File: src/rtl/display_pkg.sv
//----------------------------------------
// Display geometry, address types and command opcodes shared by the
// command front end. Modules pull it in with a wildcard import.
//----------------------------------------
package display_pkg;

    // Frame geometry.
    localparam int ROW_BITS        = 4;
    localparam int COL_BITS        = 9;
    localparam int BYTES_PER_PIXEL = 3;

    // Column numbers travel little-endian over this many bytes.
    localparam int COL_BYTES = (COL_BITS + 7) / 8;

    // Counter widths never drop below one bit.
    localparam int PIX_BITS     = (BYTES_PER_PIXEL > 1) ? $clog2(BYTES_PER_PIXEL) : 1;
    localparam int COL_CNT_BITS = (COL_BYTES > 1) ? $clog2(COL_BYTES) : 1;

    // Frame RAM size in bytes.
    localparam int RAM_DEPTH     = (1 << ROW_BITS) * (1 << COL_BITS) * BYTES_PER_PIXEL;
    localparam int RAM_ADDR_BITS = $clog2(RAM_DEPTH);

    typedef logic [ROW_BITS-1:0] row_addr_t;
    typedef logic [COL_BITS-1:0] col_addr_t;
    typedef logic [PIX_BITS-1:0] pixel_idx_t;

    // Command opcodes.
    localparam logic [7:0] OPC_LOAD_PIXEL  = 8'h01;
    localparam logic [7:0] OPC_FETCH_PIXEL = 8'h02;

endpackage

File: src/rtl/pixel_bus_if.sv
//----------------------------------------
// One frame RAM access port. Handlers drive the requester side,
// the RAM (or the arbiter on its behalf) serves the memory side.
//----------------------------------------
`timescale 1ns/100ps

interface pixel_bus_if
    import display_pkg::*;
();

    row_addr_t  row;
    col_addr_t  column;
    pixel_idx_t pixel;
    logic [7:0] wdata;
    logic       write_en;
    logic       read_en;
    logic [7:0] rdata;

    modport requester (
        output row, column, pixel, wdata, write_en, read_en,
        input  rdata
    );

    modport memory (
        input  row, column, pixel, wdata, write_en, read_en,
        output rdata
    );

endinterface

File: src/rtl/cmd_fetch_pixel.sv
//----------------------------------------
// Fetch-pixel handler. Takes row and column, then reads each
// channel byte and streams it out on a valid/ready port.
//----------------------------------------
`timescale 1ns/100ps

module cmd_fetch_pixel
    import display_pkg::*;
(
    input  logic           clk,
    input  logic           reset,
    input  logic [7:0]     byte_data,
    input  logic           byte_strobe,
    output logic           hold,
    pixel_bus_if.requester bus,
    output logic [7:0]     out_data,
    output logic           out_valid,
    input  logic           out_ready,
    output logic           done
);

    typedef enum logic [2:0] {
        st_row,
        st_col,
        st_issue,
        st_wait,
        st_send,
        st_done
    } fetch_state_t;

    fetch_state_t            state;
    logic [COL_CNT_BITS-1:0] col_cnt;
    pixel_idx_t              pix_cnt;

    row_addr_t               row;
    logic [COL_BYTES*8-1:0]  col_bytes;

    always_ff @(posedge clk) begin
        if (reset) begin
            state   <= st_row;
            col_cnt <= '0;
            pix_cnt <= '0;
        end else begin
            case (state)
                st_row: begin
                    if (byte_strobe) begin
                        col_cnt <= COL_CNT_BITS'(COL_BYTES - 1);
                        state   <= st_col;
                    end
                end
                st_col: begin
                    if (byte_strobe) begin
                        if (col_cnt == '0) begin
                            pix_cnt <= pixel_idx_t'(BYTES_PER_PIXEL - 1);
                            state   <= st_issue;
                        end else begin
                            col_cnt <= col_cnt - 1'b1;
                        end
                    end
                end
                st_issue: state <= st_wait;
                // RAM data is valid during this cycle.
                st_wait:  state <= st_send;
                st_send: begin
                    if (out_ready) begin
                        if (pix_cnt == '0) begin
                            state <= st_done;
                        end else begin
                            pix_cnt <= pix_cnt - 1'b1;
                            state   <= st_issue;
                        end
                    end
                end
                default: state <= st_row;
            endcase
        end
    end

    always_ff @(posedge clk) begin
        if (byte_strobe && state == st_row) begin
            row <= byte_data[ROW_BITS-1:0];
        end
        if (byte_strobe && state == st_col) begin
            col_bytes[(COL_BYTES - 1 - col_cnt) * 8 +: 8] <= byte_data;
        end
        if (state == st_wait) begin
            out_data <= bus.rdata;
        end
    end

    // Input stalls from the last column byte until the command ends.
    assign hold      = (state == st_issue) || (state == st_wait) || (state == st_send);
    assign out_valid = (state == st_send);
    assign done      = (state == st_done);

    assign bus.row      = row;
    assign bus.column   = col_bytes[COL_BITS-1:0];
    assign bus.pixel    = pix_cnt;
    assign bus.wdata    = '0;
    assign bus.write_en = 1'b0;
    assign bus.read_en  = (state == st_issue);

endmodule

File: src/flat_wrapper.sv
// flat-port wrapper written by rule: the top's interface ports become plain ports
module cmd_fetch_pixel_flat import display_pkg::*;
  (clk, reset, byte_data, byte_strobe, hold, out_data, out_valid, out_ready, done, bus_row, bus_column, bus_pixel, bus_wdata, bus_write_en, bus_read_en, bus_rdata);
  pixel_bus_if bus_i ();
  input  logic clk;
  input  logic reset;
  input  logic [7:0] byte_data;
  input  logic byte_strobe;
  output logic hold;
  output logic [7:0] out_data;
  output logic out_valid;
  input  logic out_ready;
  output logic done;
  output wire logic [$bits(bus_i.row)-1:0] bus_row;
  output wire logic [$bits(bus_i.column)-1:0] bus_column;
  output wire logic [$bits(bus_i.pixel)-1:0] bus_pixel;
  output wire logic [$bits(bus_i.wdata)-1:0] bus_wdata;
  output wire logic [$bits(bus_i.write_en)-1:0] bus_write_en;
  output wire logic [$bits(bus_i.read_en)-1:0] bus_read_en;
  input wire logic [$bits(bus_i.rdata)-1:0] bus_rdata;
  assign bus_row = bus_i.row;
  assign bus_column = bus_i.column;
  assign bus_pixel = bus_i.pixel;
  assign bus_wdata = bus_i.wdata;
  assign bus_write_en = bus_i.write_en;
  assign bus_read_en = bus_i.read_en;
  assign bus_i.rdata = bus_rdata;
  cmd_fetch_pixel u_core (.clk(clk), .reset(reset), .byte_data(byte_data), .byte_strobe(byte_strobe), .hold(hold), .bus(bus_i), .out_data(out_data), .out_valid(out_valid), .out_ready(out_ready), .done(done));
endmodule
File: config.mk
export PLATFORM = sky130hd
export DESIGN_NAME = cmd_fetch_pixel_flat
export DESIGN_NICKNAME = d
export VERILOG_FILES = /design/src/rtl/display_pkg.sv /design/src/rtl/pixel_bus_if.sv /design/src/rtl/cmd_fetch_pixel.sv /design/src/flat_wrapper.sv
export SDC_FILE = /design/constraint.sdc
export NUM_CORES = 1
export LEC_CHECK = 0
export BUFFER_PORTS_ARGS = -buffer_cell sky130_fd_sc_hd__buf_2
export CAP_MARGIN = 20
export CORE_UTILIZATION = 25
export CTS_BUF_LIST = sky130_fd_sc_hd__clkbuf_8
export DETAILED_ROUTE_END_ITERATION = 8
export GPL_ROUTABILITY_DRIVEN = 0
export GPL_TIMING_DRIVEN = 0
export MAX_ROUTING_LAYER = met4
export PLACE_DENSITY_LB_ADDON = 0.1
export SLEW_MARGIN = 40
export SYNTH_ARGS = -nofsm -noshare
export SYNTH_HDL_FRONTEND = slang
export SYNTH_SLANG_ARGS = --single-unit
File: constraint.sdc
create_clock -name clk -period 2.65 [get_ports clk]
set_input_delay 0.1325 -clock clk [delete_from_list [all_inputs] [get_ports clk]]
set_output_delay 0.1325 -clock clk [all_outputs]
set_load 0.02 [all_outputs]
==> run metrics, run 1 <==
Critical-path top delay cell or3b_4; IO Count 56; fin crit share 57.5%; CTS clk-pin slew, worst paths 0.09 ns; post-route setup TNS 0 ns; cts hold-fix bufs 0; hold_sp bus_rdata[5]; DRC Markers 0; total congestion overflow 0; Skew-Pair Late Insertion Delay 0.27 ns; # resized after CTS 0; Setup Skew 0.00457 ns; vias in the first global route 779; fraction of registers with async set/reset 0%; power per cell area 546 mW/mm²; Post-synth EDFFs 21; Clock Path Buffers 2; core box area 0.00441 mm²; worst-path fanout max 7; Crit Path Category reg -> out; CTS H-tree depth 1; Worst EP arrival 1.39 ns; Worst VDD drop 0.199 mV; sum of buffers and inverters on the critical path 2; top cell type's share of synthesized area 54.5%; CTS buffer count 3; synthesized area 0.00116 mm²; die width 70.0 µm; DR vias 799; Setup Buffers After CTS 0; Cell Chain, Critical Path or3b_4 -> clkinv_4 -> buf_2; Leakage 0.000670 µW; drt total wl 2.12 mm; register area share after synthesis 64.9%; Netlist cell types 35; Hold Violations, Final 0; Min-Delay Path Class in -> reg; hold slack 0.0384 ns; Tmin final 1.52 ns; outcome complete, no violations; Final ANT Viol Nets 0; Initial DRT Pass Iterations 4; FP Rows 24; first-pass GRT wire length 3.43 mm; R2R depth 2; worst r2r src u_core.col_cnt; Post-synth top cells edfxtp_1 (21), buf_4 (9), and2_1 (8), nor2_1 (7), dfxtp_1 (6); Die ar. 0.00491 mm²; fin nets 166; Post-Syn Instances 86; CTS sink count 27; Max Cap Viol 0; Vias/cell 4.08; wire length per cell 10.8 µm; Yosys reg bits 27; initial DRC count 5; Die Height 70.0 µm; fraction of layout cells with a size suffix above 1 46.5%; root buf cell clkbuf_8; Setup-failing EPs final 0; r2r setup slk 1.14 ns; RSZ-0062 raised after global routing false; Starting Density 26.2%; Post-Syn Area per Cell 13.5 µm²; pin count of the biggest net entering global routing 16; leading area contributor after synthesis edfxtp_1; Hold Path End u_core.out_data[5]; final slew viol count 0; slowest stage delay, CP 0.46 ns; count leader, synth edfxtp_1; CTS tree yes; Worst Hold Depth 1; Most used DFF post-synth edfxtp_1; GRT Total Usage 9.00%; Synth-to-Final Area Change 32.1%; initial antenna violation count 0; Port Buffers 46; Peak Freq 656 MHz; Req. time, crit path 2.52 ns; startpoint types register; Critical Path Sink Type primary output; detailed placement HPWL 1.64 mm; CP top delay family simple AND/OR/NAND/NOR gates; ant diodes 0; FF-to-FF End u_core.col_bytes[5]; YS warnings 0; Area contributors post-synth edfxtp_1 (54%), dfxtp_1 (10%), buf_4 (5.8%)
==> cell usage in the layout, fill, tap and decap left out, drive strengths merged, types with 2 or more instances in the layout <==
cell type	count
nand2	2
clkinv	2
and2	8
nor2b	2
nor2	7
dfxtp	6
conb	9
buf	57
clkbuf	4
edfxtp	21
a21oi	2
inv	3
nor3b	2
==> logic make-up (layout without fill, tap and decap cells) <==
kind of cell,count (synthesis),in the layout,synth area share [%]
DFF,27,27,64.9
and+or+nand+nor,31,31,17.7
AOI/OAI and AO/OA,9,9,5.84
adders and majority gates,1,1,1.08
muxes,1,1,0.865
buffers and inverters,16,66,9.30
other,1,9,0.324
==> sequential cells by signal (all words and copies together), names as in the netlist <==
| signal | flops |
|---|---|
| u_core.bus.pixel | 2 |
| u_core.bus.row | 4 |
| u_core.col_bytes | 9 |
| u_core.col_cnt | 1 |
| u_core.out_data | 8 |
| u_core.state | 3 |
==> worst max path at each step <==
stage / startpoint / end / cells past startpoint / slack [ns]
2_1_floorplan: u_core.bus.pixel[0] / u_core.bus.pixel[0] / 5 / 1.30
3_3_place_gp: u_core.col_cnt / u_core.col_bytes[7] / 2 / 1.13
3_5_place_dp: u_core.col_cnt / u_core.col_bytes[7] / 2 / 1.09
4_1_cts: u_core.col_cnt / u_core.col_bytes[1] / 2 / 1.08
5_1_grt: u_core.state[1] / u_core.col_bytes[3] / 3 / 0.97
6_report: u_core.state[2] / out_valid / 3 / 1.13
==> routing by layer <==
layer / vias up / GRT usage [%] / wire (µm)
li1: 405 / - / -
met1: 362 / 10.2 / 912
met2: 30 / 15.4 / 1040
met3: 2 / 2.16 / 147
met4: 0 / 3.33 / 17
met5: - / - / 0
==> power by group <==
part           leakage, µW  internal, µW  switching [µW]
clock            0.0000255           105             123
sequential        0.000244           476            7.39
combinational     0.000401          50.2            73.2
==> metrics by stage <==
| step | utilization, % | setup slack (ns) | cell area [µm²] | instances | power, µW |
|---|---|---|---|---|---|
| 2_1_floorplan | - | 1.30 | 1190 | 94 | 577 |
| 3_3_place_gp | 33.6 | 1.13 | 1480 | 192 | 617 |
| 3_5_place_dp | 33.6 | 1.09 | 1480 | 192 | 618 |
| 4_1_cts | 34.6 | 1.08 | 1530 | 196 | 849 |
| 5_1_grt | 34.6 | 0.970 | 1530 | 196 | 876 |
| 6_report | 34.6 | 1.13 | 1530 | 196 | 835 |
==> layout make-up <==
class / instances / area (µm²)
buffer: 12 / 87.6
clock buffer: 3 / 41.3
clock inverter: 1 / 5.00
fill: 478 / 2890
inverter: 4 / 20.0
multi-input combinational: 51 / 329
sequential: 27 / 751
tap: 52 / 65.1
timing repair buffer: 46 / 230
Note: power is estimated with default switching activity, not from simulation.
==> inputs of run 2 (changes only) <==
Settings changed: ABC_AREA set to 1.
Clock period 2.65 ns to 1.5 ns, I/O delays scaled along.
==> run metrics, run 2 <==
drt total wl 2.38 mm; outcome complete, no violations; Skew-Pair Late Insertion Delay 0.26 ns; Die ar. 0.00514 mm²; detailed placement HPWL 1.82 mm; overall power 1560 µW; Port Buffers 46; Worst Hold Depth 1; Max Cap Viol 0; Setup WS post-layout 0.122 ns; most frequent cells in the layout buf_2 (46), inv_1 (23), edfxtp_1 (21); Starting Density 26.9%; initial DRC count 33; register area share after synthesis 61.9%; Clock Path Buffers 2; DR vias 957; Critical Path Sink Type register; CTS buffer count 3; YS warnings 0; fin nets 209; Peak Freq 726 MHz; first-pass GRT wire length 3.73 mm; fin crit share 91.9%; Setup Buffers After CTS 0; pin count of the biggest net entering global routing 15; Netlist cell types 22; CTS tree yes; ant diodes 0; core box area 0.00450 mm²; Initial DRT Pass Iterations 4; Yosys reg bits 27; total congestion overflow 0; FF-to-FF End u_core.col_bytes[5]; power per cell area 925 mW/mm²; Post-synth EDFFs 21; r2r setup slk 0.12 ns; dpl ws -0.0794 ns; GRT Total Usage 9.49%; Most used DFF post-synth edfxtp_1; Top Registers u_core.col_bytes x9, u_core.out_data x8, u_core.bus.row x4; startpoint types register; top cell type's share of synthesized area 52.0%; Worst EP arrival 1.31 ns; number of flip-flops in the largest register 9; IO Count 56; hold slack 0.0219 ns; fraction of layout cells with a size suffix above 1 39.0%; wire length per cell 9.94 µm; worst r2r src u_core.state[1]; Crit Path Category reg -> reg; Post-Syn Area per Cell 10.2 µm²; RSZ-0062 raised after global routing false; die width 71.7 µm; Leakage 0.000868 µW; Req. time, crit path 1.43 ns; Setup-failing EPs final 0; synthesized area 0.00121 mm²; Setup Skew 0.00578 ns; worst-path fanout max 8; root buf cell clkbuf_8; Vias/cell 4.00; Min-Delay Path Class in -> reg; Worst VDD drop 0.320 mV; vias in the first global route 902; CTS sink count 27; most flop-heavy register u_core.col_bytes; most common cell after layout, fill and taps aside buf_2; Area contributors post-synth edfxtp_1 (52%), dfxtp_1 (9.9%), inv_1 (6.8%); Hold Violations, Final 0; Die Height 71.7 µm; fraction of registers with async set/reset 0%; Synth-to-Final Area Change 39.1%; hold_sp byte_data[3]; Hold Path End u_core.bus.row[3]; Final ANT Viol Nets 0; count leader, synth inv_1; final slew viol count 0; Post-synth top cells inv_1 (22), edfxtp_1 (21), nand2_1 (19), nor2_1 (10), buf_4 (9); CTS H-tree depth 1; Tmin final 1.38 ns; DRC Markers 0; leading area contributor after synthesis edfxtp_1; initial antenna violation count 0; R2R depth 4; CTS clk-pin slew, worst paths 0.09 ns; Post-Syn Instances 119; FP Rows 24
==> run 2: how the worst max path moves through the flow <==
| stage | cells after the start | start | slack (ns) | to |
|---|---|---|---|---|
| floorplan | 4 | u_core.state[1] | 0.11 | u_core.col_bytes[0] |
| global placement | 3 | u_core.state[2] | -0.07 | u_core.col_bytes[6] |
| detailed placement | 3 | u_core.state[2] | -0.08 | u_core.col_bytes[4] |
| CTS | 3 | u_core.state[2] | 0.1 | u_core.col_bytes[4] |
| global route | 4 | u_core.state[1] | 0.03 | u_core.col_bytes[6] |
| finish | 4 | u_core.state[1] | 0.12 | u_core.col_bytes[5] |
==> run 2: per-stage QoR <==
| step | std cells | setup TNS [ns] | area (µm²) | utilization, % |
|---|---|---|---|---|
| 2_1_floorplan | 127 | 0 | 1240 | - |
| 3_3_place_gp | 225 | -0.563 | 1540 | 34.2 |
| 3_5_place_dp | 225 | -0.634 | 1540 | 34.2 |
| 4_1_cts | 239 | 0 | 1690 | 37.4 |
| 5_1_grt | 239 | 0 | 1690 | 37.5 |
| 6_report | 239 | 0 | 1690 | 37.5 |
==> run 2: worst max-delay path, cell delays in order, from the launching register on <==
cell and delay [ns]:
dfxtp_1 0.32, buf_6 0.13, nor2_1 0.15, nand2_2 0.12, nor2_2 0.33
==> run 2: what timing repair did <==
item / in CTS / in global routing
resized for setup: 1 / 1
endpoints found under the setup margin: 8 / 9
hold endpoints to repair: 10 / 0
gates cloned: 0 / 0
hold buffers: 10 / 0
==> run 2: cell families after synthesis <==
| logic type | synth area share (%) |
|---|---|
| adder cells (fa/ha/maj) | 1.03 |
| AO/OA/AOI/OAI | 2.89 |
| flip-flops | 61.9 |
| AND/OR/NAND/NOR | 20.0 |
| buffers and inverters | 13.9 |
| other | 0.309 |
==> run 2: layer usage <==
metal	global-route usage (%)	part of all wire [%]	vias up
li1	-	-	490
met1	11.2	46	435
met2	15.8	48	30
met3	1.83	5.8	2
met4	3.92	0.72	0
met5	-	0	-
==> run 2: final cells by class <==
type | instances | area, µm²
clock inverters | 1 | 3.75
clock buffers | 3 | 41.3
inverters | 23 | 86.3
repair buffers | 56 | 330
multi-input cells | 66 | 327
well taps | 52 | 65.1
plain buffers | 11 | 82.6
flip-flops and latches | 27 | 752
fillers | 479 | 2820
==> run 2: where the power goes <==
part	total (µW)	leakage [µW]	internal, µW	switching (µW)
Combinational	305	0.000598	119	186
Sequential	867	0.000243	847	19.7
Clock	391	0.0000269	183	208
==> inputs of run 3 (changes only) <==
Settings changed: ABC_AREA 1 to not set.
==> run metrics, run 3 (same netlist as run 1, synthesis figures left out) <==
CTS tree yes; pin count of the biggest net entering global routing 16; root buf cell clkbuf_8; number of flip-flops in the largest register 9; worst-path fanout max 10; Leakage 0.000720 µW; CTS buffer count 3; GRT Total Usage 9.32%; RSZ-0062 raised after global routing false; initial antenna violation count 0; Cell Count, Final, Fillers Out 207; most flop-heavy register u_core.col_bytes; initial DRC count 9; Setup Skew 0.00727 ns; total congestion overflow 0; CP top delay family simple AND/OR/NAND/NOR gates; sum of buffers and inverters on the critical path 3; Max Cap Viol 0; Starting Density 26.2%; drt total wl 2.24 mm; fin crit share 96.1%; final slew viol count 0; CTS clk-pin slew, worst paths 0.09 ns; slowest stage delay, CP 0.42 ns; Synth-to-Final Area Change 42.8%; DRC Markers 0; Initial DRT Pass Iterations 4; Port Buffers 46; dpl ws -0.0553 ns; Skew-Pair Late Insertion Delay 0.27 ns; Min-Delay Path Class in -> reg; Sequential Area 752 µm²; CTS H-tree depth 1; Worst EP arrival 1.37 ns; Setup WS post-layout 0.0590 ns; Req. time, crit path 1.42 ns; CTS sink count 27; first-pass GRT wire length 3.53 mm; Crit Path Category reg -> out; Top Registers u_core.col_bytes x9, u_core.out_data x8, u_core.bus.row x4; Die ar. 0.00491 mm²; Critical-path top delay cell or3b_4; Hold Violations, Final 0; Die Height 70.0 µm; Setup Buffers After CTS 0; fraction of layout cells with a size suffix above 1 45.2%; ant diodes 0; vias in the first global route 833; Setup-failing EPs final 0; outcome complete, no violations; wire length per cell 10.8 µm; Vias/cell 4.03; DR vias 834; Final Core Density 37.4%; area of the multi-input gates 342 µm²; most common cell after layout, fill and taps aside buf_2; placed cells 192; FP Rows 24; die width 70.0 µm; core box area 0.00441 mm²; fin nets 177; Clock Path Buffers 2; power per cell area 910 mW/mm²; Final ANT Viol Nets 0; startpoint types register; Worst VDD drop 0.355 mV; Cell Chain, Critical Path buf_6 -> or3b_4 -> clkinv_4 -> buf_2; Tmin final 1.44 ns; number of fill cells 469; Peak Freq 694 MHz; Critical Path Sink Type primary output; IO Count 56; most frequent cells in the layout buf_2 (47), edfxtp_1 (21), dlygate4sd3_1 (11); detailed placement HPWL 1.64 mm
## run 3: cell types whose count changed in the layout (fill, tap and decap cells not counted), sizes merged, moves of 2 or more
cell and change:
nor2b +2, nor2 -7, o21ai -2, nand3 -6
clkinv +2, inv -21, nand2 -23, nor3b +2
a21oi -2, and2 +8
## run 3: metrics by stage
step / power [µW] / area, µm² / setup TNS (ns) / hold slack (ns)
after floorplan: 1020 / 1190 / 0 / 0.137
after global placement: 1090 / 1480 / -0.178 / 0.253
after detailed placement: 1090 / 1480 / -0.442 / 0.253
after CTS: 1520 / 1640 / 0 / 0.00569
after global routing: 1570 / 1650 / 0 / 0.00568
final: 1500 / 1650 / 0 / 0.0120
## run 3: worst paths after layout
kind	startpoint	endpoint	slack (ns)	cells after the start
max reg2reg	u_core.state[1]	u_core.col_bytes[5]	0.14	3
min reg2reg	u_core.bus.pixel[1]	u_core.bus.pixel[1]	0.51	1
max	u_core.state[1]	out_valid	0.06	4
min	byte_data[0]	u_core.bus.row[0]	0.01	1
## run 3: final cells by class
type | count | share of cell area (%)
sequential | 27 | 45.5
tap | 52 | 3.94
clock buffer | 3 | 2.50
inverter | 4 | 1.21
timing repair buffer | 57 | 20.6
clock inverter | 1 | 0.303
buffer | 12 | 5.30
multi-input combinational | 51 | 20.7
## run 3: timing repair
action,4_1_cts,5_1_grt
setup endpoints to repair,8,14
hold endpoints to repair,11,0
gates resized for setup,1,4
hold buffers,11,0
## run 3: where the power goes
group	internal, µW	switching, µW	total (µW)
Combinational	111	136	247
Clock	186	217	403
Sequential	841	13.1	854
## run 3: per-layer routing
layer	up-vias	track usage (%)	routed length, µm
li1	425	-	-
met1	379	10.5	988
met2	28	16.5	1120
met3	2	1.73	119
met4	0	3.33	17
met5	-	-	0
