===== src/rtl/display_pkg.sv =====
//----------------------------------------
// Display geometry, address types and command opcodes shared by the
// command front end. Modules pull it in with a wildcard import.
//----------------------------------------
package display_pkg;

    // Frame geometry.
    localparam int ROW_BITS        = 4;
    localparam int COL_BITS        = 9;
    localparam int BYTES_PER_PIXEL = 3;

    // Column numbers travel little-endian over this many bytes.
    localparam int COL_BYTES = (COL_BITS + 7) / 8;

    // Counter widths never drop below one bit.
    localparam int PIX_BITS     = (BYTES_PER_PIXEL > 1) ? $clog2(BYTES_PER_PIXEL) : 1;
    localparam int COL_CNT_BITS = (COL_BYTES > 1) ? $clog2(COL_BYTES) : 1;

    // Frame RAM size in bytes.
    localparam int RAM_DEPTH     = (1 << ROW_BITS) * (1 << COL_BITS) * BYTES_PER_PIXEL;
    localparam int RAM_ADDR_BITS = $clog2(RAM_DEPTH);

    typedef logic [ROW_BITS-1:0] row_addr_t;
    typedef logic [COL_BITS-1:0] col_addr_t;
    typedef logic [PIX_BITS-1:0] pixel_idx_t;

    // Command opcodes.
    localparam logic [7:0] OPC_LOAD_PIXEL  = 8'h01;
    localparam logic [7:0] OPC_FETCH_PIXEL = 8'h02;

endpackage


===== src/rtl/pixel_bus_if.sv =====
//----------------------------------------
// One frame RAM access port. Handlers drive the requester side,
// the RAM (or the arbiter on its behalf) serves the memory side.
//----------------------------------------
`timescale 1ns/100ps

interface pixel_bus_if
    import display_pkg::*;
();

    row_addr_t  row;
    col_addr_t  column;
    pixel_idx_t pixel;
    logic [7:0] wdata;
    logic       write_en;
    logic       read_en;
    logic [7:0] rdata;

    modport requester (
        output row, column, pixel, wdata, write_en, read_en,
        input  rdata
    );

    modport memory (
        input  row, column, pixel, wdata, write_en, read_en,
        output rdata
    );

endinterface


===== src/rtl/cmd_load_pixel.sv =====
//----------------------------------------
// Load-pixel handler. Takes row, column and channel bytes from
// the dispatcher and writes each channel byte to the frame RAM.
//----------------------------------------
`timescale 1ns/100ps

module cmd_load_pixel
    import display_pkg::*;
(
    input  logic           clk,
    input  logic           reset,
    input  logic [7:0]     byte_data,
    input  logic           byte_strobe,
    pixel_bus_if.requester bus,
    output logic           done
);

    typedef enum logic [1:0] {
        st_row,
        st_col,
        st_data
    } load_state_t;

    load_state_t             state;
    logic [COL_CNT_BITS-1:0] col_cnt;
    pixel_idx_t              pix_cnt;
    logic                    write_en;

    row_addr_t               row;
    logic [COL_BYTES*8-1:0]  col_bytes;
    pixel_idx_t              wr_pixel;
    logic [7:0]              wdata;

    always_ff @(posedge clk) begin
        if (reset) begin
            state    <= st_row;
            col_cnt  <= '0;
            pix_cnt  <= '0;
            write_en <= 1'b0;
            done     <= 1'b0;
        end else begin
            write_en <= 1'b0;
            done     <= 1'b0;
            case (state)
                st_row: begin
                    if (byte_strobe) begin
                        col_cnt <= COL_CNT_BITS'(COL_BYTES - 1);
                        state   <= st_col;
                    end
                end
                st_col: begin
                    if (byte_strobe) begin
                        if (col_cnt == '0) begin
                            pix_cnt <= pixel_idx_t'(BYTES_PER_PIXEL - 1);
                            state   <= st_data;
                        end else begin
                            col_cnt <= col_cnt - 1'b1;
                        end
                    end
                end
                st_data: begin
                    // Each data byte becomes a write in the following cycle.
                    if (byte_strobe) begin
                        write_en <= 1'b1;
                        if (pix_cnt == '0) begin
                            done  <= 1'b1;
                            state <= st_row;
                        end else begin
                            pix_cnt <= pix_cnt - 1'b1;
                        end
                    end
                end
                default: state <= st_row;
            endcase
        end
    end

    // Address and data capture.
    always_ff @(posedge clk) begin
        if (byte_strobe) begin
            case (state)
                st_row: row <= byte_data[ROW_BITS-1:0];
                // The first column byte lands in the low bits.
                st_col: col_bytes[(COL_BYTES - 1 - col_cnt) * 8 +: 8] <= byte_data;
                st_data: begin
                    wdata    <= byte_data;
                    wr_pixel <= pix_cnt;
                end
                default: ;
            endcase
        end
    end

    assign bus.row      = row;
    assign bus.column   = col_bytes[COL_BITS-1:0];
    assign bus.pixel    = wr_pixel;
    assign bus.wdata    = wdata;
    assign bus.write_en = write_en;
    assign bus.read_en  = 1'b0;

endmodule


===== src/flat_wrapper.sv =====
// flat-port wrapper written by rule: the top's interface ports become plain ports
module cmd_load_pixel_flat import display_pkg::*;
  (clk, reset, byte_data, byte_strobe, done, bus_row, bus_column, bus_pixel, bus_wdata, bus_write_en, bus_read_en, bus_rdata);
  pixel_bus_if bus_i ();
  input  logic clk;
  input  logic reset;
  input  logic [7:0] byte_data;
  input  logic byte_strobe;
  output logic done;
  output wire logic [$bits(bus_i.row)-1:0] bus_row;
  output wire logic [$bits(bus_i.column)-1:0] bus_column;
  output wire logic [$bits(bus_i.pixel)-1:0] bus_pixel;
  output wire logic [$bits(bus_i.wdata)-1:0] bus_wdata;
  output wire logic [$bits(bus_i.write_en)-1:0] bus_write_en;
  output wire logic [$bits(bus_i.read_en)-1:0] bus_read_en;
  input wire logic [$bits(bus_i.rdata)-1:0] bus_rdata;
  assign bus_row = bus_i.row;
  assign bus_column = bus_i.column;
  assign bus_pixel = bus_i.pixel;
  assign bus_wdata = bus_i.wdata;
  assign bus_write_en = bus_i.write_en;
  assign bus_read_en = bus_i.read_en;
  assign bus_i.rdata = bus_rdata;
  cmd_load_pixel u_core (.clk(clk), .reset(reset), .byte_data(byte_data), .byte_strobe(byte_strobe), .bus(bus_i), .done(done));
endmodule

===== config.mk =====
export PLATFORM = sky130hd
export DESIGN_NAME = cmd_load_pixel_flat
export DESIGN_NICKNAME = d
export VERILOG_FILES = /design/src/rtl/display_pkg.sv /design/src/rtl/pixel_bus_if.sv /design/src/rtl/cmd_load_pixel.sv /design/src/flat_wrapper.sv
export SDC_FILE = /design/constraint.sdc
export NUM_CORES = 1
export LEC_CHECK = 0
export BUFFER_PORTS_ARGS = -buffer_cell sky130_fd_sc_hd__buf_4
export CORE_UTILIZATION = 50
export CTS_CLUSTER_DIAMETER = 30
export CTS_CLUSTER_SIZE = 12
export DETAILED_ROUTE_END_ITERATION = 10
export GPL_TIMING_DRIVEN = 0
export HOLD_SLACK_MARGIN = 0.03
export PLACE_DENSITY = 0.78
export SYNTH_ARGS = -nofsm -noshare
export SYNTH_HDL_FRONTEND = slang
export SYNTH_SLANG_ARGS = --single-unit

===== constraint.sdc =====
create_clock -name clk -period 2.5 [get_ports clk]
set_input_delay 0.625 -clock clk [delete_from_list [all_inputs] [get_ports clk]]
set_output_delay 0.625 -clock clk [all_outputs]
set_load 0.02 [all_outputs]

==> results.md, run 1 <==
* CP Max Fanout at 10
* Clock H-tree levels at 2
* Hold WS at 0.4774 ns
* Post-CTS sizing at 0
* Fin area at 0.001454 mm²
* Minimum clock period at about 1.6 ns
* Initial antenna violation count at 0
* Gr usage total at between 10% and 20%
* Layout area overhead at 30.41%
* Vias in the first global route at around 700
* Slew HR at between 50% and 60%
* Antenna diode instance count at 0
* Crit-path leading delay family: simple AND/OR/NAND/NOR gates
* Worst endpoint data arrival time at ~1.6 ns
* Placed Area at 0.001404 mm²
* CP max stage delay at about 0.50 ns
* Crit-path cells: clkbuf_1, nand2_1, nor2_1
* Yosys reg bits at 30
* Reg2Reg Setup Slack at around 0.9 ns
* Slowest cell on crit path: nor2_1
* Post-synth EDFFs at 23
* IO Port Bufs at 34
* Routed vias/inst at about 5
* Worst-path clk slew at 0.09 ns
* Gpl congestion at roughly 0.67
* Initial Util at 55.14%
* Final Skew at roughly 0.0061 ns
* Post-Syn Area at around 0.0011 mm²
* Met3 Use GR at 6.854%
* Largest area contributor in the netlist: edfxtp_1
* Layout Utilization at 71.91%
* Die Footprint at around 0.0024 mm²
* Commonest non-fill, non-tap cell in the layout: buf_4
* CORE AREA at 0.002022 mm²
* NetSw at about 210 µW
* Worst hold path class: in2reg
* Startpoint Class: flop
* Worst path bufs/invs at 1
* Number of max-cap violations at 0
* Combinational power share at under 10%
* Syn Inst Count at 73
* Critical Path RT at approximately 2.5 ns
* Clk root buf: clkbuf_4
* Outcome: finished, final reports clean
* Detail Placement HPWL at roughly 1400 µm
* Synth Net Count at a little over 90
* Clock buffer count from CTS at 5
* Commonest register cell after synthesis: edfxtp_1
* Clk_lat worst skew at between 0.3 and 0.4 ns
* Fmax at slightly above 600 MHz
* Largest net degree at the start of global routing at 11
* Bufs on Longest Clock Path at 2
* Final Max Slew Viols at 0
* CTS tree: yes
* FP Rows at 16
* Unrepaired setup endpoints after global routing: false
* Ys async rst share at 0%
* Total Neg Setup Slack at 0 ns
* Critical path class: reg2reg
* Register area share after synthesis at approximately 75%
* Grt ovf at 0
* Busiest grt layer: met2
* DRC at 0
* Share of the synthesized area in the top cell type at about 62%
* Worst vdd ir at 0.4115 mV
* Switching power share of the total at between 20% and 30%
* Final period util at between 60% and 70%
* I/O pin cnt at 45
* Post-CTS setup buffers at 0
* Leakage at 0.0005919 µW
* Post-synth cell types at 24
* # nets final at about 130
* Largest cells by area after synthesis: edfxtp_1 (62%), dfxtp_1 (13%), and2_1 (4.5%)
* Post-route ant nets at 0
* Critical path endpoint category: flop
* Wire per inst at roughly 14 µm
* Seq pwr share at between 60% and 70%
* Met2 Use GR at between 20% and 30%
* Ys Warns at 0
* Final setup vio count at 0
* 1st-pass router iterations at 4
* Layout cells sized above 1 at about two fifths
* PwrDens at about 630 mW/mm²
* Syn Area/Cell at between 15 and 20 µm²
* Clk pwr share at between 20% and 30%
* Least-Margin Pin Slew at 0.7189 ns
* Hold Buf Count CTS at 0
* First-pass GRT wire length at between 3000 and 4000 µm
* Pint at approximately 700 µW
* Commonest cells after routing, fill and taps aside: buf_4 (36), edfxtp_1 (23), and2_1 (8)
* Initial drt markers at 12
* DIE WIDTH at a little under 50 µm
* Via count at about 700
* Die H at between 40 and 50 µm
* Wirelength, routed at between 1500 and 2000 µm
* Clock sinks at 30
* Final Hold Viols at 0
* Met1 Usage GRT at roughly a fifth
-- worst paths after layout --
kind / cells past startpoint / to / startpoint
worst max-delay path: 3 / u_core.col_bytes[0] / u_core.col_cnt
worst min register to register: 0 / u_core.bus.pixel[0] / u_core.pix_cnt[0]
worst max register to register: 3 / u_core.col_bytes[0] / u_core.col_cnt
worst min-delay path: 1 / u_core.bus.wdata[7] / byte_data[7]
-- registers in the layout, indices dropped and copies added (netlist names) --
name,cells
u_core.bus.wdata,8
u_core.state,2
u_core.col_cnt,1
u_core.bus.write_en,1
u_core.bus.row,4
u_core.col_bytes,9
u_core.done,1
u_core.bus.pixel,2
u_core.pix_cnt,2
-- layout make-up --
cell class / instances / area [µm²]
inverters: 3 / 11.26
multi-input cells: 37 / 254.0
plain buffers: 3 / 18.77
clock inverters: 2 / 8.758
repair buffers: 34 / 255.2
fillers: 144 / 568.0
clock buffers: 6 / 41.29
flip-flops and latches: 30 / 830.8
well taps: 27 / 33.78
-- routing by layer --
layer / vias up / part of all wire [%]
li1: 338 / -
met1: 322 / 41
met2: 32 / 49
met3: 6 / 6.8
met4: 0 / 3.3
met5: - / 0
-- cell usage after synthesis, types with 2 or more instances --
library cell and number:
buf_4 2, nor2_1 5, a21oi_1 2, inv_1 3, nor3b_1 3, nand2_1 4, and2_1 8, dfxtp_1 7
edfxtp_1 23, nor4_1 2
-- logic make-up (layout without fill, tap and decap cells) --
family | after synthesis | in the layout | synth area share (%)
simple gates | 31 | 31 | 18.52
flops | 30 | 30 | 74.52
buf+inv | 6 | 48 | 2.693
compound gates | 4 | 4 | 2.806
fa+ha+maj | 1 | 1 | 1.122
other cells | 1 | 1 | 0.3364
-- power by group through the flow --
stage	sequential (µW)	combinational (µW)	clock, µW
2_1_floorplan	584	35.8	0
3_3_place_gp	573	81.0	0
3_5_place_dp	574	83.8	0
4_1_cts	563	84.2	271
5_1_grt	565	90.0	291
6_report	563	83.4	262
-- through the flow --
stage / std cells / total power [µW] / setup slack (ns)
5_1_grt: 142 / 945.9 / 0.7176
2_1_floorplan: 73 / 619.7 / 0.8912
3_3_place_gp: 134 / 653.8 / 0.6083
4_1_cts: 142 / 918.0 / 0.8676
3_5_place_dp: 134 / 658.2 / 0.5897
6_report: 142 / 908.8 / 0.8861
Note: power is estimated with default switching activity, not from simulation.
==> run 2: changes to the inputs <==
--- a/config.mk
+++ b/config.mk
@@ -6,13 +6,13 @@
 export NUM_CORES = 1
 export LEC_CHECK = 0
 export BUFFER_PORTS_ARGS = -buffer_cell sky130_fd_sc_hd__buf_4
-export CORE_UTILIZATION = 50
+export CORE_UTILIZATION = 46
 export CTS_CLUSTER_DIAMETER = 30
 export CTS_CLUSTER_SIZE = 12
 export DETAILED_ROUTE_END_ITERATION = 10
 export GPL_TIMING_DRIVEN = 0
 export HOLD_SLACK_MARGIN = 0.03
-export PLACE_DENSITY = 0.78
+export PLACE_DENSITY = 0.73
 export SYNTH_ARGS = -nofsm -noshare
 export SYNTH_HDL_FRONTEND = slang
 export SYNTH_SLANG_ARGS = --single-unit
==> constraint.sdc (replaced) <==
create_clock -name clk -period 1.5 [get_ports clk]
set_input_delay 0.375 -clock clk [delete_from_list [all_inputs] [get_ports clk]]
set_output_delay 0.375 -clock clk [all_outputs]
set_load 0.02 [all_outputs]
==> run 2 against run 1 <==
  * Combinational power increased by 70%
  * Setup slack lost 0.85 ns
  * Power rose by 66%
  * Register-to-register slack got worse by 0.85 ns
  * Sequential power up 66%
  * Die area is 8.3% higher
  * Global-route usage is 3.5 points lower
  * Clock skew shrank 0.0018 ns
  * Critical path type unchanged
==> results.md, run 2 (synthesized netlist as in run 1, its figures left out) <==
* Bufs on Longest Clock Path at 2 (unchanged)
* Largest register FFs at 9 (unchanged)
* I/O pin cnt at 45 (unchanged)
* Hold Path Depth at 1 (unchanged)
* CP Max Fanout at 10 (unchanged)
* Clk root buf: clkbuf_4 (unchanged)
* Wirelength, routed at 1830 µm (was 1929 µm)
* Routed vias/inst at 4.860 (was 4.915)
* Final period util at 97.71% (was 64.56%)
* Clock sinks at 30 (unchanged)
* Vias in the first global route at 619 (was 688)
* FP Rows at 17 (was 16)
* CORE AREA at 0.002255 mm² (was 0.002022 mm²)
* Commonest cells after routing, fill and taps aside: buf_4 (36), edfxtp_1 (23), and2_1 (8) (unchanged)
* NetSw at 337.1 µW (was 211.5 µW)
* Fmax at 682.3 MHz (was 619.6 MHz)
* Initial drt markers at 14 (was 12)
* Crit-path leading delay family: flip-flops (was simple AND/OR/NAND/NOR gates)
* DRC at 0 (unchanged)
* Setup ws final at 0.03436 ns (was 0.8861 ns)
* Critical Path RT at 1.51 ns (was 2.46 ns)
* Slowest cell on crit path: dfxtp_1 (was nor2_1)
* Minimum clock period at 1.466 ns (was 1.614 ns)
* Reg2Reg Setup Slack at 0.03 ns (was 0.89 ns)
* Largest reg by FF count: u_core.col_bytes (unchanged)
* 1st-pass router iterations at 4 (unchanged)
* DP Worst Slack at -0.1803 ns (was 0.5897 ns)
* Fillers at 177 (was 144)
* Combinational power share at 9.4% (was 9.2%)
* Outcome: finished, final reports clean (unchanged)
* Seq pwr share at 62.3% (was 62.0%)
* Commonest non-fill, non-tap cell in the layout: buf_4 (unchanged)
* Switching power share of the total at 22.40% (was 23.27%)
* Critical path class: reg2reg (unchanged)
* Hold wc startpoint: byte_data[6] (was byte_data[7])
* Layout cells sized above 1 at 42.61% (was 40.87%)
* First-pass GRT wire length at 2684 µm (was 3056 µm)
* Critical path endpoint category: flop (unchanged)
* Clock buffer count from CTS at 5 (unchanged)
* Largest net degree at the start of global routing at 11 (unchanged)
* Largest regs: u_core.col_bytes (9), u_core.bus.wdata (8), u_core.bus.row (4) (unchanged)
* Worst endpoint data arrival time at 1.47 ns (was 1.58 ns)
* Clk_lat worst skew at 0.31 ns (was 0.33 ns)
* Worst path depth at 3 (unchanged)
* Gr usage total at 15.08% (was 18.57%)
* Grt ovf at 0 (unchanged)
* Number of max-cap violations at 0 (unchanged)
* Register area at 830.8 µm² (unchanged)
* Final Skew at 0.004241 ns (was 0.006051 ns)
* Worst path bufs/invs at 1 (unchanged)
* Wire per inst at 12.80 µm (was 13.58 µm)
* DIE WIDTH at 51.23 µm (was 49.22 µm)
* Critical R2R Launch: u_core.state[0] (was u_core.col_cnt)
* CTS tree: yes (unchanged)
* CP max stage delay at 0.49 ns (was 0.50 ns)
* Antenna diode instance count at 0 (unchanged)
* # nets final at 134 (unchanged)
* Final Max Slew Viols at 0 (unchanged)
* Worst hold path class: in2reg (unchanged)
* Final setup vio count at 0 (unchanged)
* Die H at 51.23 µm (was 49.22 µm)
* Gpl congestion at 0.7235 (was 0.6676)
* Clk pwr share at 28.3% (was 28.9%)
* Clock H-tree levels at 2 (unchanged)
* PwrDens at 1023 mW/mm² (was 625.1 mW/mm²)
* Leakage at 0.0005822 µW (was 0.0005919 µW)
* Die Footprint at 0.002625 mm² (was 0.002423 mm²)
* Detail Placement HPWL at 1315 µm (was 1396 µm)
* Pint at 1168 µW (was 697.3 µW)
* Layout area overhead at 31.87% (was 30.41%)
* Post-route ant nets at 0 (unchanged)
* Unrepaired setup endpoints after global routing: true (was false)
* Worst reg2reg path endpoint: u_core.bus.wdata[3] (was u_core.col_bytes[0])
* Startpoint Class: flop (unchanged)
* Crit-path cells: and2b_1, nand2_1, clkinvlp_4 (was clkbuf_1, nand2_1, nor2_1)
* Multi-input logic area at 266.5 µm² (was 254.0 µm²)
* Worst-path clk slew at 0.08 ns (was 0.09 ns)
* Hold WS at 0.2441 ns (was 0.4774 ns)
* Worst vdd ir at 0.6801 mV (was 0.4115 mV)
* IO Port Bufs at 34 (unchanged)
* Initial Util at 49.45% (was 55.14%)
* Initial antenna violation count at 0 (unchanged)
* Hold Path End: u_core.bus.wdata[6] (was u_core.bus.wdata[7])
* Final Hold Viols at 0 (unchanged)
* R2R depth at 3 (unchanged)
* Via count at 695 (was 698)
* Post-CTS setup buffers at 0 (unchanged)
run 2: cell count changes in the layout (fill, tap and decap cells not counted), sizes merged:
cell and delta:
inv -1, clkbuf +1, clkinv -1, clkinvlp +1
run 2: per-layer routing:
metal | vias to the layer above | track usage, % | part of all wire [%]
met4 | 0 | 6.757 | 0
met3 | 0 | 7.143 | 7.8
met1 | 327 | 16.14 | 41
met5 | - | 0 | 0
li1 | 339 | - | -
met2 | 29 | 25.22 | 51
run 2: power by group through the flow:
stage / logic (µW) / registers [µW] / clock network, µW
2_1_floorplan: 59.7 / 973 / 0
3_3_place_gp: 135 / 955 / 0
3_5_place_dp: 139 / 956 / 0
4_1_cts: 140 / 937 / 440
5_1_grt: 153 / 940 / 483
6_report: 142 / 937 / 426
run 2: worst max-delay path by stage:
stage	to	slack, ns	start
after floorplan	u_core.col_bytes[0]	0.14	byte_strobe
after global placement	u_core.col_bytes[1]	-0.16	byte_strobe
after detailed placement	u_core.col_bytes[1]	-0.18	u_core.col_cnt
after CTS	u_core.col_bytes[0]	0.006	u_core.col_cnt
after global routing	u_core.bus.wdata[2]	-0.03	u_core.state[0]
final	u_core.bus.wdata[3]	0.03	u_core.state[0]
run 2: per-stage QoR:
stage / total power (µW) / TNS, ns / util, % / cells / instance area (µm²)
6_report: 1505 / 0 / 65.21 / 143 / 1470
5_1_grt: 1576 / -0.2611 / 65.21 / 143 / 1470
4_1_cts: 1516 / 0 / 64.59 / 143 / 1456
3_5_place_dp: 1095 / -1.554 / 62.32 / 135 / 1405
3_3_place_gp: 1089 / -1.277 / 62.32 / 135 / 1405
2_1_floorplan: 1033 / 0 / - / 73 / 1115
run 2: repair_timing:
action                                 in CTS  in global routing
hold buffers                                0                  0
gates resized for setup                     1                  3
setup endpoints to repair                   8                 22
pin swaps                                   0                  0
endpoints found under the hold margin       0                  0
cloned                                      0                  0
run 2: area by class of cell:
cell class,count,area share (%)
Inverter,3,1.021
Buffer,3,1.277
Clock buffer,7,3.064
Timing Repair Buffer,34,17.36
Multi-Input combinational cell,37,18.13
Sequential cell,30,56.51
Tap cell,28,2.383
Clock inverter,1,0.2553
==> run 3: changes to the inputs <==
--- a/config.mk
+++ b/config.mk
@@ -6,13 +6,15 @@
 export NUM_CORES = 1
 export LEC_CHECK = 0
 export BUFFER_PORTS_ARGS = -buffer_cell sky130_fd_sc_hd__buf_4
-export CORE_UTILIZATION = 46
+export CELL_PAD_IN_SITES_DETAIL_PLACEMENT = 1
+export CELL_PAD_IN_SITES_GLOBAL_PLACEMENT = 1
+export CORE_UTILIZATION = 36
 export CTS_CLUSTER_DIAMETER = 30
 export CTS_CLUSTER_SIZE = 12
 export DETAILED_ROUTE_END_ITERATION = 10
 export GPL_TIMING_DRIVEN = 0
 export HOLD_SLACK_MARGIN = 0.03
-export PLACE_DENSITY = 0.73
+export PLACE_DENSITY = 0.72
 export SYNTH_ARGS = -nofsm -noshare
 export SYNTH_HDL_FRONTEND = slang
 export SYNTH_SLANG_ARGS = --single-unit
==> run 3 against run 2 <==
  * The run now ends with DRC left
  * Fmax is 3.9% higher
  * Die area is 27% higher
  * Via count is 0.43% higher
  * Clock power is 4.9% higher
  * Non-clock buffer count stayed put
  * Global-route usage is 0.22 points lower
  * Highest routed layer is now met4
  * Clock skew is 0.0015 ns higher
==> results.md, run 3 (synthesized netlist as in run 1, its figures left out) <==
* Clk_lat worst skew at 0.33 ns (was 0.31 ns)
* Routed vias/inst at 4.748 (was 4.860)
* Clock H-tree levels at 2 (unchanged)
* Placed Area at 0.001409 mm² (was 0.001405 mm²)
* Outcome: finished with violations (was finished, final reports clean)
* Final Skew at 0.005693 ns (was 0.004241 ns)
* Initial Util at 39.08% (was 49.45%)
* Wire per inst at 14.33 µm (was 12.80 µm)
* Hold wc startpoint: byte_data[5] (was byte_data[6])
* Gr usage total at 14.86% (was 15.08%)
* Layout cells sized above 1 at 44.83% (was 42.61%)
* Worst hold path class: in2reg (unchanged)
* Initial antenna violation count at 0 (unchanged)
* Largest reg by FF count: u_core.col_bytes (unchanged)
* Setup ws final at 0.08939 ns (was 0.03436 ns)
* Final Max Slew Viols at 0 (unchanged)
* CP max stage delay at 0.66 ns (was 0.49 ns)
* Critical R2R Launch: u_core.state[1] (was u_core.state[0])
* Detail Placement HPWL at 1469 µm (was 1315 µm)
* Initial drt markers at 14 (unchanged)
* Least-Margin Pin Slew at between 0.7 and 0.8 ns
* Slowest cell on crit path: nor3b_1 (was dfxtp_1)
* DRC at 5 (was 0)
* Reg2Reg Setup Slack at 0.09 ns (was 0.03 ns)
* Via count at 698 (was 695)
* Critical Path RT at 1.47 ns (was 1.51 ns)
* I/O pin cnt at 45 (unchanged)
* Fin area at 0.001480 mm² (was 0.001470 mm²)
* PwrDens at 1032 mW/mm² (was 1023 mW/mm²)
* Crit-path leading delay family: simple AND/OR/NAND/NOR gates (was flip-flops)
* Commonest cells after routing, fill and taps aside: buf_4 (36), edfxtp_1 (23), and2_1 (8) (unchanged)
* Largest net degree at the start of global routing at 11 (unchanged)
* Worst vdd ir at 0.5726 mV (was 0.6801 mV)
* Critical path class: reg2reg (unchanged)
* Fmax at 708.9 MHz (was 682.3 MHz)
* Gpl congestion at 0.7296 (was 0.7235)
* Grt ovf at 0 (unchanged)
* Hold WS at 0.2279 ns (was 0.2441 ns)
* Wirelength, routed at 2107 µm (was 1830 µm)
* DP Worst Slack at -0.2242 ns (was -0.1803 ns)
* Commonest non-fill, non-tap cell in the layout: buf_4 (unchanged)
* Hold Path End: u_core.bus.wdata[5] (was u_core.bus.wdata[6])
* Layout area overhead at 32.77% (was 31.87%)
* Power Total at 1528 µW (was 1505 µW)
* Final setup vio count at 0 (unchanged)
* Worst-path clk slew at 0.09 ns (was 0.08 ns)
* Post-CTS setup buffers at 0 (unchanged)
* Bufs on Longest Clock Path at 2 (unchanged)
* Worst reg2reg path endpoint: u_core.bus.row[0] (was u_core.bus.wdata[3])
* CORE AREA at 0.002853 mm² (was 0.002255 mm²)
* Leakage at 0.0005856 µW (was 0.0005822 µW)
* Non-filler cells, final at 147 (was 143)
* First-pass GRT wire length at 3539 µm (was 2684 µm)
* # nets final at 135 (was 134)
* CTS tree: yes (unchanged)
* Unrepaired setup endpoints after global routing: false (was true)
* Final period util at 94.04% (was 97.71%)
* Slew HR at 50.08%
* Worst endpoint data arrival time at 1.38 ns (was 1.47 ns)
* DIE WIDTH at 57.65 µm (was 51.23 µm)
* Hold Path Depth at 1 (unchanged)
* Final Hold Viols at 0 (unchanged)
* Clock sinks at 30 (unchanged)
* Number of max-cap violations at 0 (unchanged)
* Minimum clock period at 1.411 ns (was 1.466 ns)
* Vias in the first global route at 764 (was 619)
* Clk root buf: clkbuf_4 (unchanged)
* Clock buffer count from CTS at 5 (unchanged)
* 1st-pass router iterations at 7 (was 4)
* Worst path bufs/invs at 0 (was 1)
* Placed cell count at 138 (was 135)
* Die Footprint at 0.003324 mm² (was 0.002625 mm²)
* Antenna diode instance count at 0 (unchanged)
* CP Max Fanout at 9 (was 10)
* Crit-path cells: nor3b_1 (was and2b_1, nand2_1, clkinvlp_4)
* Largest regs: u_core.col_bytes (9), u_core.bus.wdata (8), u_core.bus.row (4) (unchanged)
* R2R depth at 1 (was 3)
* Failing checks: DRC
* Die H at 57.65 µm (was 51.23 µm)
* FP Rows at 19 (was 17)
* Post-route ant nets at 0 (unchanged)
* IO Port Bufs at 34 (unchanged)
* Startpoint Class: flop (unchanged)
* Critical path endpoint category: flop (unchanged)
* Largest register FFs at 9 (unchanged)
-- run 3: final cells by class --
type                    instances  area (µm²)
inverters                       3       15.01
well taps                      31       38.79
fillers                       294        1373
repair buffers                 34       255.2
repair inverters                1       7.507
plain buffers                   3       20.02
flip-flops and latches         30       832.0
clock buffers                   6       41.29
clock inverters                 2       8.758
multi-input cells              37       261.5
-- run 3: repair_timing --
item / in CTS / in global routing
endpoints found under the setup margin: 8 / 18
hold buffers: 0 / 0
cloned: 0 / 1
hold endpoints to repair: 0 / 0
gates resized for setup: 2 / 5
-- run 3: layer usage --
layer  part of all wire, %  vias up  global-route usage, %
li1                      -      343                      -
met1                    43      321                  17.23
met2                    46       29                  23.26
met3                   9.1        5                  7.143
met4                   1.9        0                  7.143
met5                     0        -                      0
-- run 3: worst max path at each step --
stage                                     end  cells after the start             from  slack (ns)
after floorplan           u_core.col_bytes[0]                      2      byte_strobe        0.14
after global placement    u_core.col_bytes[6]                      3   u_core.col_cnt       -0.22
after detailed placement  u_core.col_bytes[6]                      3   u_core.col_cnt       -0.22
after CTS                 u_core.col_bytes[6]                      3   u_core.col_cnt        0.05
after global routing        u_core.bus.row[0]                      1  u_core.state[1]       0.006
final                       u_core.bus.row[0]                      1  u_core.state[1]        0.09
-- run 3: stage by stage --
| step | TNS (ns) | util (%) |
|---|---|---|
| 2_1_floorplan | 0 | - |
| 3_5_place_dp | -2.000 | 49.39 |
| 5_1_grt | 0 | 51.89 |
| 6_report | 0 | 51.89 |
| 3_3_place_gp | -1.753 | 49.39 |
| 4_1_cts | 0 | 51.40 |
-- run 3: where the power goes --
group	switching (µW)	internal, µW
Clock	271	176
Combinational	76.3	67.0
Sequential	16.6	921
Total	364	1160
